$ cat config.mk
export PLATFORM = sky130hd
export DESIGN_NAME = row_aligner
export DESIGN_NICKNAME = d
export VERILOG_FILES = /design/src/source/wordmem_pkg.sv /design/src/source/row_aligner.sv
export VERILOG_INCLUDE_DIRS = /design/src /design/src/include
export SDC_FILE = /design/constraint.sdc
export NUM_CORES = 1
export LEC_CHECK = 0
export ABC_AREA = 1
export BUFFER_PORTS_ARGS = -buffer_cell sky130_fd_sc_hd__buf_4
export CAP_MARGIN = 20
export CORE_AREA = 2 2 304 306
export CTS_CLUSTER_SIZE = 16
export DETAILED_ROUTE_END_ITERATION = 10
export DIE_AREA = 0 0 306 308
export PLACE_DENSITY = 0.3
export SLEW_MARGIN = 20
export SYNTH_ARGS = -nofsm -noshare
export SYNTH_HDL_FRONTEND = slang
export SYNTH_SLANG_ARGS = --single-unit
$ cat constraint.sdc
create_clock -name clk -period 18.5 [get_ports clk]
set_input_delay 1.85 -clock clk [delete_from_list [all_inputs] [get_ports clk]]
set_output_delay 1.85 -clock clk [all_outputs]
set_load 0.02 [all_outputs]
$ cat src/include/wordmem_settings.svh
`ifndef WORDMEM_SETTINGS_SVH
`define WORDMEM_SETTINGS_SVH

//////////////////////////////////////////////////
// logical word geometry
//////////////////////////////////////////////////
`define WM_WIDTH      32    // bits per logical word.
`define WM_NUMWRDS    3     // words packed in one row.
`define WM_BITWRDS    2     // slot field width.
`define WM_NUMSROW    256   // physical rows.
`define WM_BITSROW    8     // row field width.
`define WM_NUMADDR    768   // logical words in total.
`define WM_BITADDR    10    // logical address width.

//////////////////////////////////////////////////
// ports and timing
//////////////////////////////////////////////////
`define WM_NUMWRPT    2     // write ports.
`define WM_NUMRDPT    2     // read ports.
`define WM_SRAM_DELAY 2     // sram read latency in cycles.

// set to 1 for an extra register on the returned rows.
`define WM_FLOPMEM    0

`endif

$ cat src/source/wordmem_pkg.sv
`default_nettype none

`include "wordmem_settings.svh"

package wordmem_pkg;

  typedef logic [`WM_WIDTH-1:0] word_t;

  // one sram row, addressed per word or as raw bits.
  typedef union packed {
    word_t [`WM_NUMWRDS-1:0]          slot;  // per-word view.
    logic [`WM_NUMWRDS*`WM_WIDTH-1:0] flat;  // bit view for masks.
  } row_u;

  typedef struct packed {
    logic                   vld;
    logic [`WM_BITADDR-1:0] adr;
    word_t                  din;
  } wr_req_t;

  typedef struct packed {
    logic                   vld;
    logic [`WM_BITADDR-1:0] adr;
  } rd_req_t;

  typedef struct packed {
    logic  vld;
    word_t dout;
  } rd_rsp_t;

  typedef struct packed {
    logic                   write;
    logic [`WM_BITSROW-1:0] row;
    row_u                   bw;
    row_u                   din;
  } mem_wr_t;

  typedef struct packed {
    logic                   read;
    logic [`WM_BITSROW-1:0] row;
  } mem_rd_t;

  typedef struct packed {
    logic [`WM_BITSROW-1:0] row;
    logic [`WM_BITWRDS-1:0] slot;
  } split_t;

  // logical address to row and word slot.
  function automatic split_t split_addr(input logic [`WM_BITADDR-1:0] adr);
    split_t sp;
    sp.row  = `WM_BITSROW'(adr / `WM_NUMWRDS);
    sp.slot = `WM_BITWRDS'(adr % `WM_NUMWRDS);
    return sp;
  endfunction

endpackage

`default_nettype wire

$ cat src/source/row_aligner.sv
`timescale 1ns/1ns
`default_nettype none

`include "wordmem_settings.svh"

module row_aligner (
  input  logic                 clk,
  input  logic                 rst_n,
  input  wordmem_pkg::wr_req_t wr_req     [`WM_NUMWRPT],
  input  wordmem_pkg::rd_req_t rd_req     [`WM_NUMRDPT],
  output wordmem_pkg::rd_rsp_t rd_rsp     [`WM_NUMRDPT],
  output wordmem_pkg::mem_wr_t mem_wr     [`WM_NUMWRPT],
  output wordmem_pkg::mem_rd_t mem_rd     [`WM_NUMRDPT],
  input  wordmem_pkg::row_u    mem_rd_row [`WM_NUMRDPT]
);

  localparam int RD_DLY = `WM_SRAM_DELAY + `WM_FLOPMEM;  // slot pipeline depth.

  wordmem_pkg::split_t wr_sp [`WM_NUMWRPT];
  wordmem_pkg::split_t rd_sp [`WM_NUMRDPT];

  //////////////////////////////////////////////////
  // address split
  //////////////////////////////////////////////////
  always_comb begin
    for (int p = 0; p < `WM_NUMWRPT; p++) begin
      wr_sp[p] = wordmem_pkg::split_addr(wr_req[p].adr);
    end
  end

  always_comb begin
    for (int p = 0; p < `WM_NUMRDPT; p++) begin
      rd_sp[p] = wordmem_pkg::split_addr(rd_req[p].adr);
    end
  end

  //////////////////////////////////////////////////
  // write masking and same-row merge
  //////////////////////////////////////////////////
  // Ports are walked in index order. A later port that lands on the row of
  // an earlier one absorbs that write, so the SRAM sees one write per row and
  // the higher port's data wins where the masks overlap.
  always_comb begin
    for (int p = 0; p < `WM_NUMWRPT; p++) begin
      mem_wr[p] = '0;
      if (wr_req[p].vld) begin
        mem_wr[p].write = 1'b1;
        mem_wr[p].row   = wr_sp[p].row;
        mem_wr[p].bw.slot[wr_sp[p].slot]  = '1;              // one word enabled.
        mem_wr[p].din.slot[wr_sp[p].slot] = wr_req[p].din;
        for (int q = 0; q < p; q++) begin
          if (mem_wr[q].write && (mem_wr[q].row == mem_wr[p].row)) begin
            mem_wr[q].write      = 1'b0;                       // absorbed below.
            mem_wr[p].din.flat   = (mem_wr[q].din.flat & ~mem_wr[p].bw.flat) |
                                   mem_wr[p].din.flat;
            mem_wr[p].bw.flat    = mem_wr[q].bw.flat | mem_wr[p].bw.flat;
          end
        end
      end
    end
  end

  //////////////////////////////////////////////////
  // read path
  //////////////////////////////////////////////////
  always_comb begin
    for (int p = 0; p < `WM_NUMRDPT; p++) begin
      mem_rd[p].read = rd_req[p].vld;
      mem_rd[p].row  = rd_sp[p].row;
    end
  end

  logic                   vld_dly  [`WM_NUMRDPT][RD_DLY];
  logic [`WM_BITWRDS-1:0] slot_dly [`WM_NUMRDPT][RD_DLY];

  always_ff @(posedge clk or negedge rst_n) begin
    if (!rst_n) begin
      for (int p = 0; p < `WM_NUMRDPT; p++) begin
        for (int s = 0; s < RD_DLY; s++) begin
          vld_dly[p][s] <= 1'b0;
        end
      end
    end else begin
      for (int p = 0; p < `WM_NUMRDPT; p++) begin
        vld_dly[p][0] <= rd_req[p].vld;
        for (int s = 1; s < RD_DLY; s++) begin
          vld_dly[p][s] <= vld_dly[p][s-1];
        end
      end
    end
  end

  // slot follows its strobe through the same number of stages.
  always_ff @(posedge clk) begin
    for (int p = 0; p < `WM_NUMRDPT; p++) begin
      slot_dly[p][0] <= rd_sp[p].slot;
      for (int s = 1; s < RD_DLY; s++) begin
        slot_dly[p][s] <= slot_dly[p][s-1];
      end
    end
  end

  wordmem_pkg::row_u rd_row [`WM_NUMRDPT];

  generate
    if (`WM_FLOPMEM != 0) begin : g_flopmem
      always_ff @(posedge clk) begin
        for (int p = 0; p < `WM_NUMRDPT; p++) begin
          rd_row[p] <= mem_rd_row[p];  // extra stage on the row data.
        end
      end
    end else begin : g_noflopmem
      always_comb begin
        for (int p = 0; p < `WM_NUMRDPT; p++) begin
          rd_row[p] = mem_rd_row[p];
        end
      end
    end
  endgenerate

  always_comb begin
    for (int p = 0; p < `WM_NUMRDPT; p++) begin
      rd_rsp[p].vld  = vld_dly[p][RD_DLY-1];
      rd_rsp[p].dout = rd_row[p].slot[slot_dly[p][RD_DLY-1]];  // word pick.
    end
  end

  //////////////////////////////////////////////////
  // checks
  //////////////////////////////////////////////////
  genvar gi, gj;
  generate
    for (gi = 0; gi < `WM_NUMWRPT; gi++) begin : g_wr_chk
      a_wr_adr: assert property (@(posedge clk) disable iff (!rst_n)
        wr_req[gi].vld |-> (wr_req[gi].adr < `WM_NUMADDR));
      for (gj = gi + 1; gj < `WM_NUMWRPT; gj++) begin : g_pair
        // merged writes never collide inside the SRAM.
        a_row_clash: assert property (@(posedge clk) disable iff (!rst_n)
          !(mem_wr[gi].write && mem_wr[gj].write && (mem_wr[gi].row == mem_wr[gj].row)));
      end
    end
    for (gi = 0; gi < `WM_NUMRDPT; gi++) begin : g_rd_chk
      a_rd_adr: assert property (@(posedge clk) disable iff (!rst_n)
        rd_req[gi].vld |-> (rd_req[gi].adr < `WM_NUMADDR));
    end
  endgenerate

endmodule

`default_nettype wire

==> results of run 1 <==
-- metrics by stage --
stage                     setup WS (ns)  instance area (µm²)  std cells  total power, mW  hold WS, ns
after floorplan                   8.193                 9269       1729           0.6899       0.3096
after global placement            6.750                14730       3417            1.087       0.3139
after detailed placement          6.727                14730       3417            1.083       0.3149
after CTS                         6.697                14820       3421            1.132       0.3253
after global routing              6.583                14870       3423            1.202       0.3284
final                             7.333                14870       3425            1.111       0.3249
-- logic make-up (layout without fill, tap and decap cells) --
family                     after synthesis  count (layout)
and+or+nand+nor                       1070            1070
buffers and inverters                  481             989
AOI/OAI and AO/OA                      128             128
xor gates and xnor gates                26              26
adders and majority gates               12              12
DFF                                     12              12
other                                    0               2
-- cells in the mapped netlist (all sizes together) --
| master | n | area [µm²] |
|---|---|---|
| a21boi | 3 | 22.52 |
| o21a | 1 | 7.510 |
| dfrtp | 4 | 100.1 |
| dfxtp | 8 | 160.2 |
| nor3b | 1 | 7.510 |
| inv | 178 | 668.1 |
| buf | 261 | 1916 |
| o221ai | 1 | 8.760 |
| ha | 12 | 150.1 |
| o22ai | 3 | 18.77 |
| nor3 | 7 | 35.03 |
| clkinv | 4 | 15.01 |
| xor2 | 18 | 176.4 |
| and2 | 1 | 6.260 |
| a21oi | 14 | 88.84 |
| nor4 | 1 | 6.260 |
| o211ai | 3 | 22.52 |
| a22oi | 1 | 7.510 |
| nand2 | 456 | 1789 |
| o31ai | 65 | 488.0 |
| nand3 | 161 | 953.4 |
| xnor3 | 2 | 45.04 |
| o21ai | 31 | 170.2 |
| nand3b | 6 | 45.04 |
| nor2 | 294 | 1187 |
| a31oi | 2 | 12.51 |
| nand4 | 138 | 903.4 |
| xnor2 | 6 | 52.55 |
| clkbuf | 38 | 142.6 |
| o21bai | 3 | 22.52 |
| or2 | 5 | 31.29 |
| a22o | 1 | 8.760 |
-- area by class of cell --
type                       instances  area (µm²)
antenna                            2       5.005
clock buffer                       4       88.84
fill                           10660       76100
inverter                         182       684.4
multi-input combinational       1236        6286
sequential                        12       262.8
tap                             1186        1484
timing repair buffer             803        6061
-- worst max-delay path by stage --
stage | from | depth (start not counted) | to
after detailed placement | wr_req[41] | 44 | mem_wr[63]
after floorplan | wr_req[40] | 42 | mem_wr[100]
after CTS | wr_req[41] | 44 | mem_wr[63]
final | wr_req[84] | 42 | mem_wr[25]
after global routing | wr_req[41] | 44 | mem_wr[92]
after global placement | wr_req[41] | 46 | mem_wr[63]
-- registers in the layout, summed over array words and instances, names as in the netlist --
name / flops
vld_dly: 2
rd_rsp: 2
slot_dly: 8
-- per-layer routing --
metal | GRT usage | wire, µm
met4 | 0.01638 | 1049
met1 | 0.1694 | 28910
met3 | 0.03896 | 5805
met2 | 0.2314 | 32540
met5 | 0 | 112
-- report_power, final --
group	internal, mW	switching (mW)
Combinational	0.355	0.678
Sequential	0.0324	0.00174
Clock	0.0326	0.0112
==> out/qor.yml, run 1 <==
clock_network:
  clockRootBuffer: "clkbuf_16"
  clkTransAtPathRegs_ns: 0.04
  cts_buffers: 3
  cts_tree: "done"
  clockBufferDepth: 2
  clk_latency_ns: 0.24
  post-cts-setup-buffer-count: 0
  cts_resized: 0
  ctsHoldBuffers: 0
  clock-sinks: 12
  ctsHtreeMaxLevel: 1
synthesis:
  muxShareOfSynthArea: 0
  synth.distinct_cells: 54
  synthCells: 1729
  synth_warnings: 0
  ys_seq_area_frac: 0.02808
  synth_xor_area_frac: 0.02956
  syn-num-nets: 2043
  synth_simple_gate_area_share: 0.5356
  syn_area_um2: 9269
  synth_top_family_by_area: "simple AND/OR/NAND/NOR gates"
  synth_compound_area_frac: 0.09476
  synth_fa_ha_area_frac: 0.01620
  synth-seq-cells: 12
  avgSynthCellArea_um2: 5.361
critical_path:
  r2r_slack_ns: 18.03
  arrival_ns: 9.32
  critPathSlowestCell: "buf_4"
  crit_type: "input pin to output port"
  worstSetupStartpointType: "input pin"
  worst_r2r_endpoint: "rd_rsp[32]"
  rr_worst_depth: 0
  endpoint_kind: "output port"
  cp_num_buf_inv: 8
  reg2reg_from: "vld_dly[1]"
  slowest_delay_ns: 0.83
  crit_top_cell: "nand3_1"
  cp.required_ns: 16.65
  crit_fanout: 91
  cpLargestDelayFamily: "simple AND/OR/NAND/NOR gates"
place:
  portBuffers: 787
  routabilityCongestion: 0.8635
  dp_hpwl_mm: 57.88
timing:
  rsz0062_at_grt: "false"
  drv_slew: 0
  relSlewSlack: 0.2443
  post-route-period-util: 0.6036
  tns_ns: 0
  max_freq_ghz: 0.08955
  hold_viol: 0
  fin_crit_ns: 11.17
  tightestPinTransition_ns: 1.134
  setup-violations-final: 0
  skew_ns: 0.002324
global_routing:
  grt_max_degree: 92
  grt_pass1_vias: 12770
  antenna_found_initial: 14
  track_usage: 0.1344
  grt_pass1_wl_mm: 93.61
  grt.overflow.total: 0
die:
  start_util: 0.1019
  core_area_um2: 90970
  rows: 111
  die_x_um: 306
  dieArea_um2: 94250
  ioPinCount: 788
  die_h_um: 308
pwr:
  cellPowerDensity_nw_per_um2: 74.69
  power_leakage_nw: 8.382
  vdd_drop_max_v: 0.00003883
final_layout:
  mostFrequentLayoutCells: "buf_4, nand2_1, nor2_1, inv_1, nand3_1"
  final_common_cell: "buf_4"
  final_core_util: 0.1635
  syn_to_final_growth_pct: 60.45
  fin_nets: 2552
  drive_gt1_frac: 0.4028
route:
  vias: 13400
  drtIter0Drc: 1122
  viasPerCell: 3.912
  ant_nets: 0
  first_pass_iters: 6
  wl_per_cell_um: 19.97
  drc: 0
  wl_mm: 68.41
outcome:
  status: "finished clean"
hold_path:
  hold_path_end: "slot_dly[0][1]"
  min_path_type: "flop to flop"
  min_from: "slot_dly[0][3]"
  hold_path_depth: 0
flow_run:
  maxCapViolCount: 0
No activity file was read; power rests on OpenSTA's default activity.
==> inputs of run 2 (changes only) <==
CORE_AREA = 2 2 307 309   (was 2 2 304 306)
DIE_AREA = 0 0 309 311   (was 0 0 306 308)
clock period = 10 ns   (was 18.5 ns; I/O delays follow)
==> out/qor.yml, run 2 (synthesized netlist as in run 1, its figures left out) <==
outcome:
  status: "finished clean"
route:
  ant_nets: 0
  wl_per_cell_um: 19.88
  first_pass_iters: 8
  vias: 13340
  viasPerCell: 3.804
  wl_mm: 69.70
  drc: 0
  drtIter0Drc: 1090
pwr:
  cellPowerDensity_nw_per_um2: 137.3
  vdd_drop_max_v: 0.00006590
  power_leakage_nw: 8.443
  power.total_mw: 2.065
clock_network:
  cts_buffers: 3
  ctsHtreeMaxLevel: 1
  cts_tree: "done"
  clock-sinks: 12
  post-cts-setup-buffer-count: 0
  clockRootBuffer: "clkbuf_16"
  clk_latency_ns: 0.24
  ctsHoldBuffers: 0
  clkTransAtPathRegs_ns: 0.04
  clockBufferDepth: 2
  cts_resized: 0
place:
  portBuffers: 787
  dp_hpwl_mm: 59.44
  routabilityCongestion: 0.8921
die:
  ioPinCount: 788
  die_h_um: 311
  dieArea_um2: 96100
  start_util: 0.09991
  rows: 112
  die_x_um: 309
  core_area_um2: 92770
critical_path:
  endpoint_kind: "output port"
  crit_fanout: 34
  crit_top_cell: "nand2_1"
  arrival_ns: 7.84
  slowest_delay_ns: 0.42
  cp.required_ns: 9.00
  r2r_slack_ns: 9.52
  reg2reg_from: "vld_dly[1]"
  worst_r2r_endpoint: "rd_rsp[32]"
  rr_worst_depth: 0
  crit_type: "input pin to output port"
  worstSetupStartpointType: "input pin"
  critPathSlowestCell: "buf_4"
hold_path:
  hold_path_depth: 0
  min_from: "slot_dly[0][2]"
  min_path_type: "flop to flop"
  hold_path_end: "slot_dly[0][0]"
final_layout:
  final_common_cell: "buf_4"
  largest_register: "slot_dly"
  nFillCells: 10880
  fin_nets: 2565
  syn_to_final_growth_pct: 62.35
  mostFrequentLayoutCells: "buf_4, nand2_1, nor2_1, inv_1, nand3_1"
  largest_reg_flops: 8
  final_core_util: 0.1622
  drive_gt1_frac: 0.4062
timing:
  max_freq_ghz: 0.1132
  fin_crit_ns: 8.837
  drv_slew: 0
  relSlewSlack: 0.3697
  skew_ns: 0.002756
  rsz0062_at_grt: "false"
  tightestPinTransition_ns: 0.9444
  tns_ns: 0
  setup-violations-final: 0
  post-route-period-util: 0.8837
  hold_viol: 0
global_routing:
  grt.overflow.total: 0
  grt_pass1_wl_mm: 96.04
  grt_max_degree: 69
  grt_pass1_vias: 12710
  track_usage: 0.1350
  antenna_found_initial: 14
flow_run:
  maxCapViolCount: 0
run 2: area by class of cell:
cell class              instances  area [µm²]  share of cell area
multi-input cells            1236        6286              0.4177
repair buffers                816        6151              0.4087
well taps                    1254        1569              0.1043
inverters                     182       683.2             0.04540
flip-flops and latches         12       262.8             0.01746
clock buffers                   4       88.84            0.005903
diodes                          3       7.507           0.0004989
run 2: routing by layer:
metal  GRT usage  vias to the layer above  wire length [µm]
li1            -                     6470                 -
met1      0.1727                     6252             29600
met2      0.2349                      565             33460
met3     0.03297                       38              5813
met4     0.01302                       16               728
met5           0                        -               108
run 2: worst max path at each step:
stage | to | start | slack [ns] | cells past startpoint
2_1_floorplan | mem_wr[100] | wr_req[40] | 1.39 | 42
3_3_place_gp | mem_wr[60] | wr_req[41] | 1.12 | 45
3_5_place_dp | mem_wr[3] | wr_req[41] | 1.04 | 44
4_1_cts | mem_wr[3] | wr_req[41] | 1.05 | 44
5_1_grt | mem_wr[324] | wr_req[83] | 0.26 | 43
6_report | mem_wr[3] | wr_req[41] | 1.16 | 44
run 2: critical path: cells and delay by family:
family | cells | cell delay, ns
AO/OA/AOI/OAI | 2 | 0.44
buffers and inverters | 7 | 0.99
XOR/XNOR | 2 | 0.44
AND/OR/NAND/NOR | 30 | 4.19
adder cells (fa/ha/maj) | 3 | 0.67
run 2: power breakdown:
group	internal [mW]	switching, mW
Combinational	0.659	1.26
Sequential	0.0600	0.00333
Clock	0.0604	0.0214
run 2: metrics by stage:
stage                     setup slack, ns  hold WS, ns  cells  cell area [µm²]
final                               1.163       0.3217   3507            15050
after global routing               0.2551       0.3264   3506            15050
after CTS                           1.047       0.3231   3504            15040
after detailed placement            1.037       0.3121   3500            14950
after global placement              1.124       0.3143   3500            14950
after floorplan                     1.393       0.3096   1729             9269
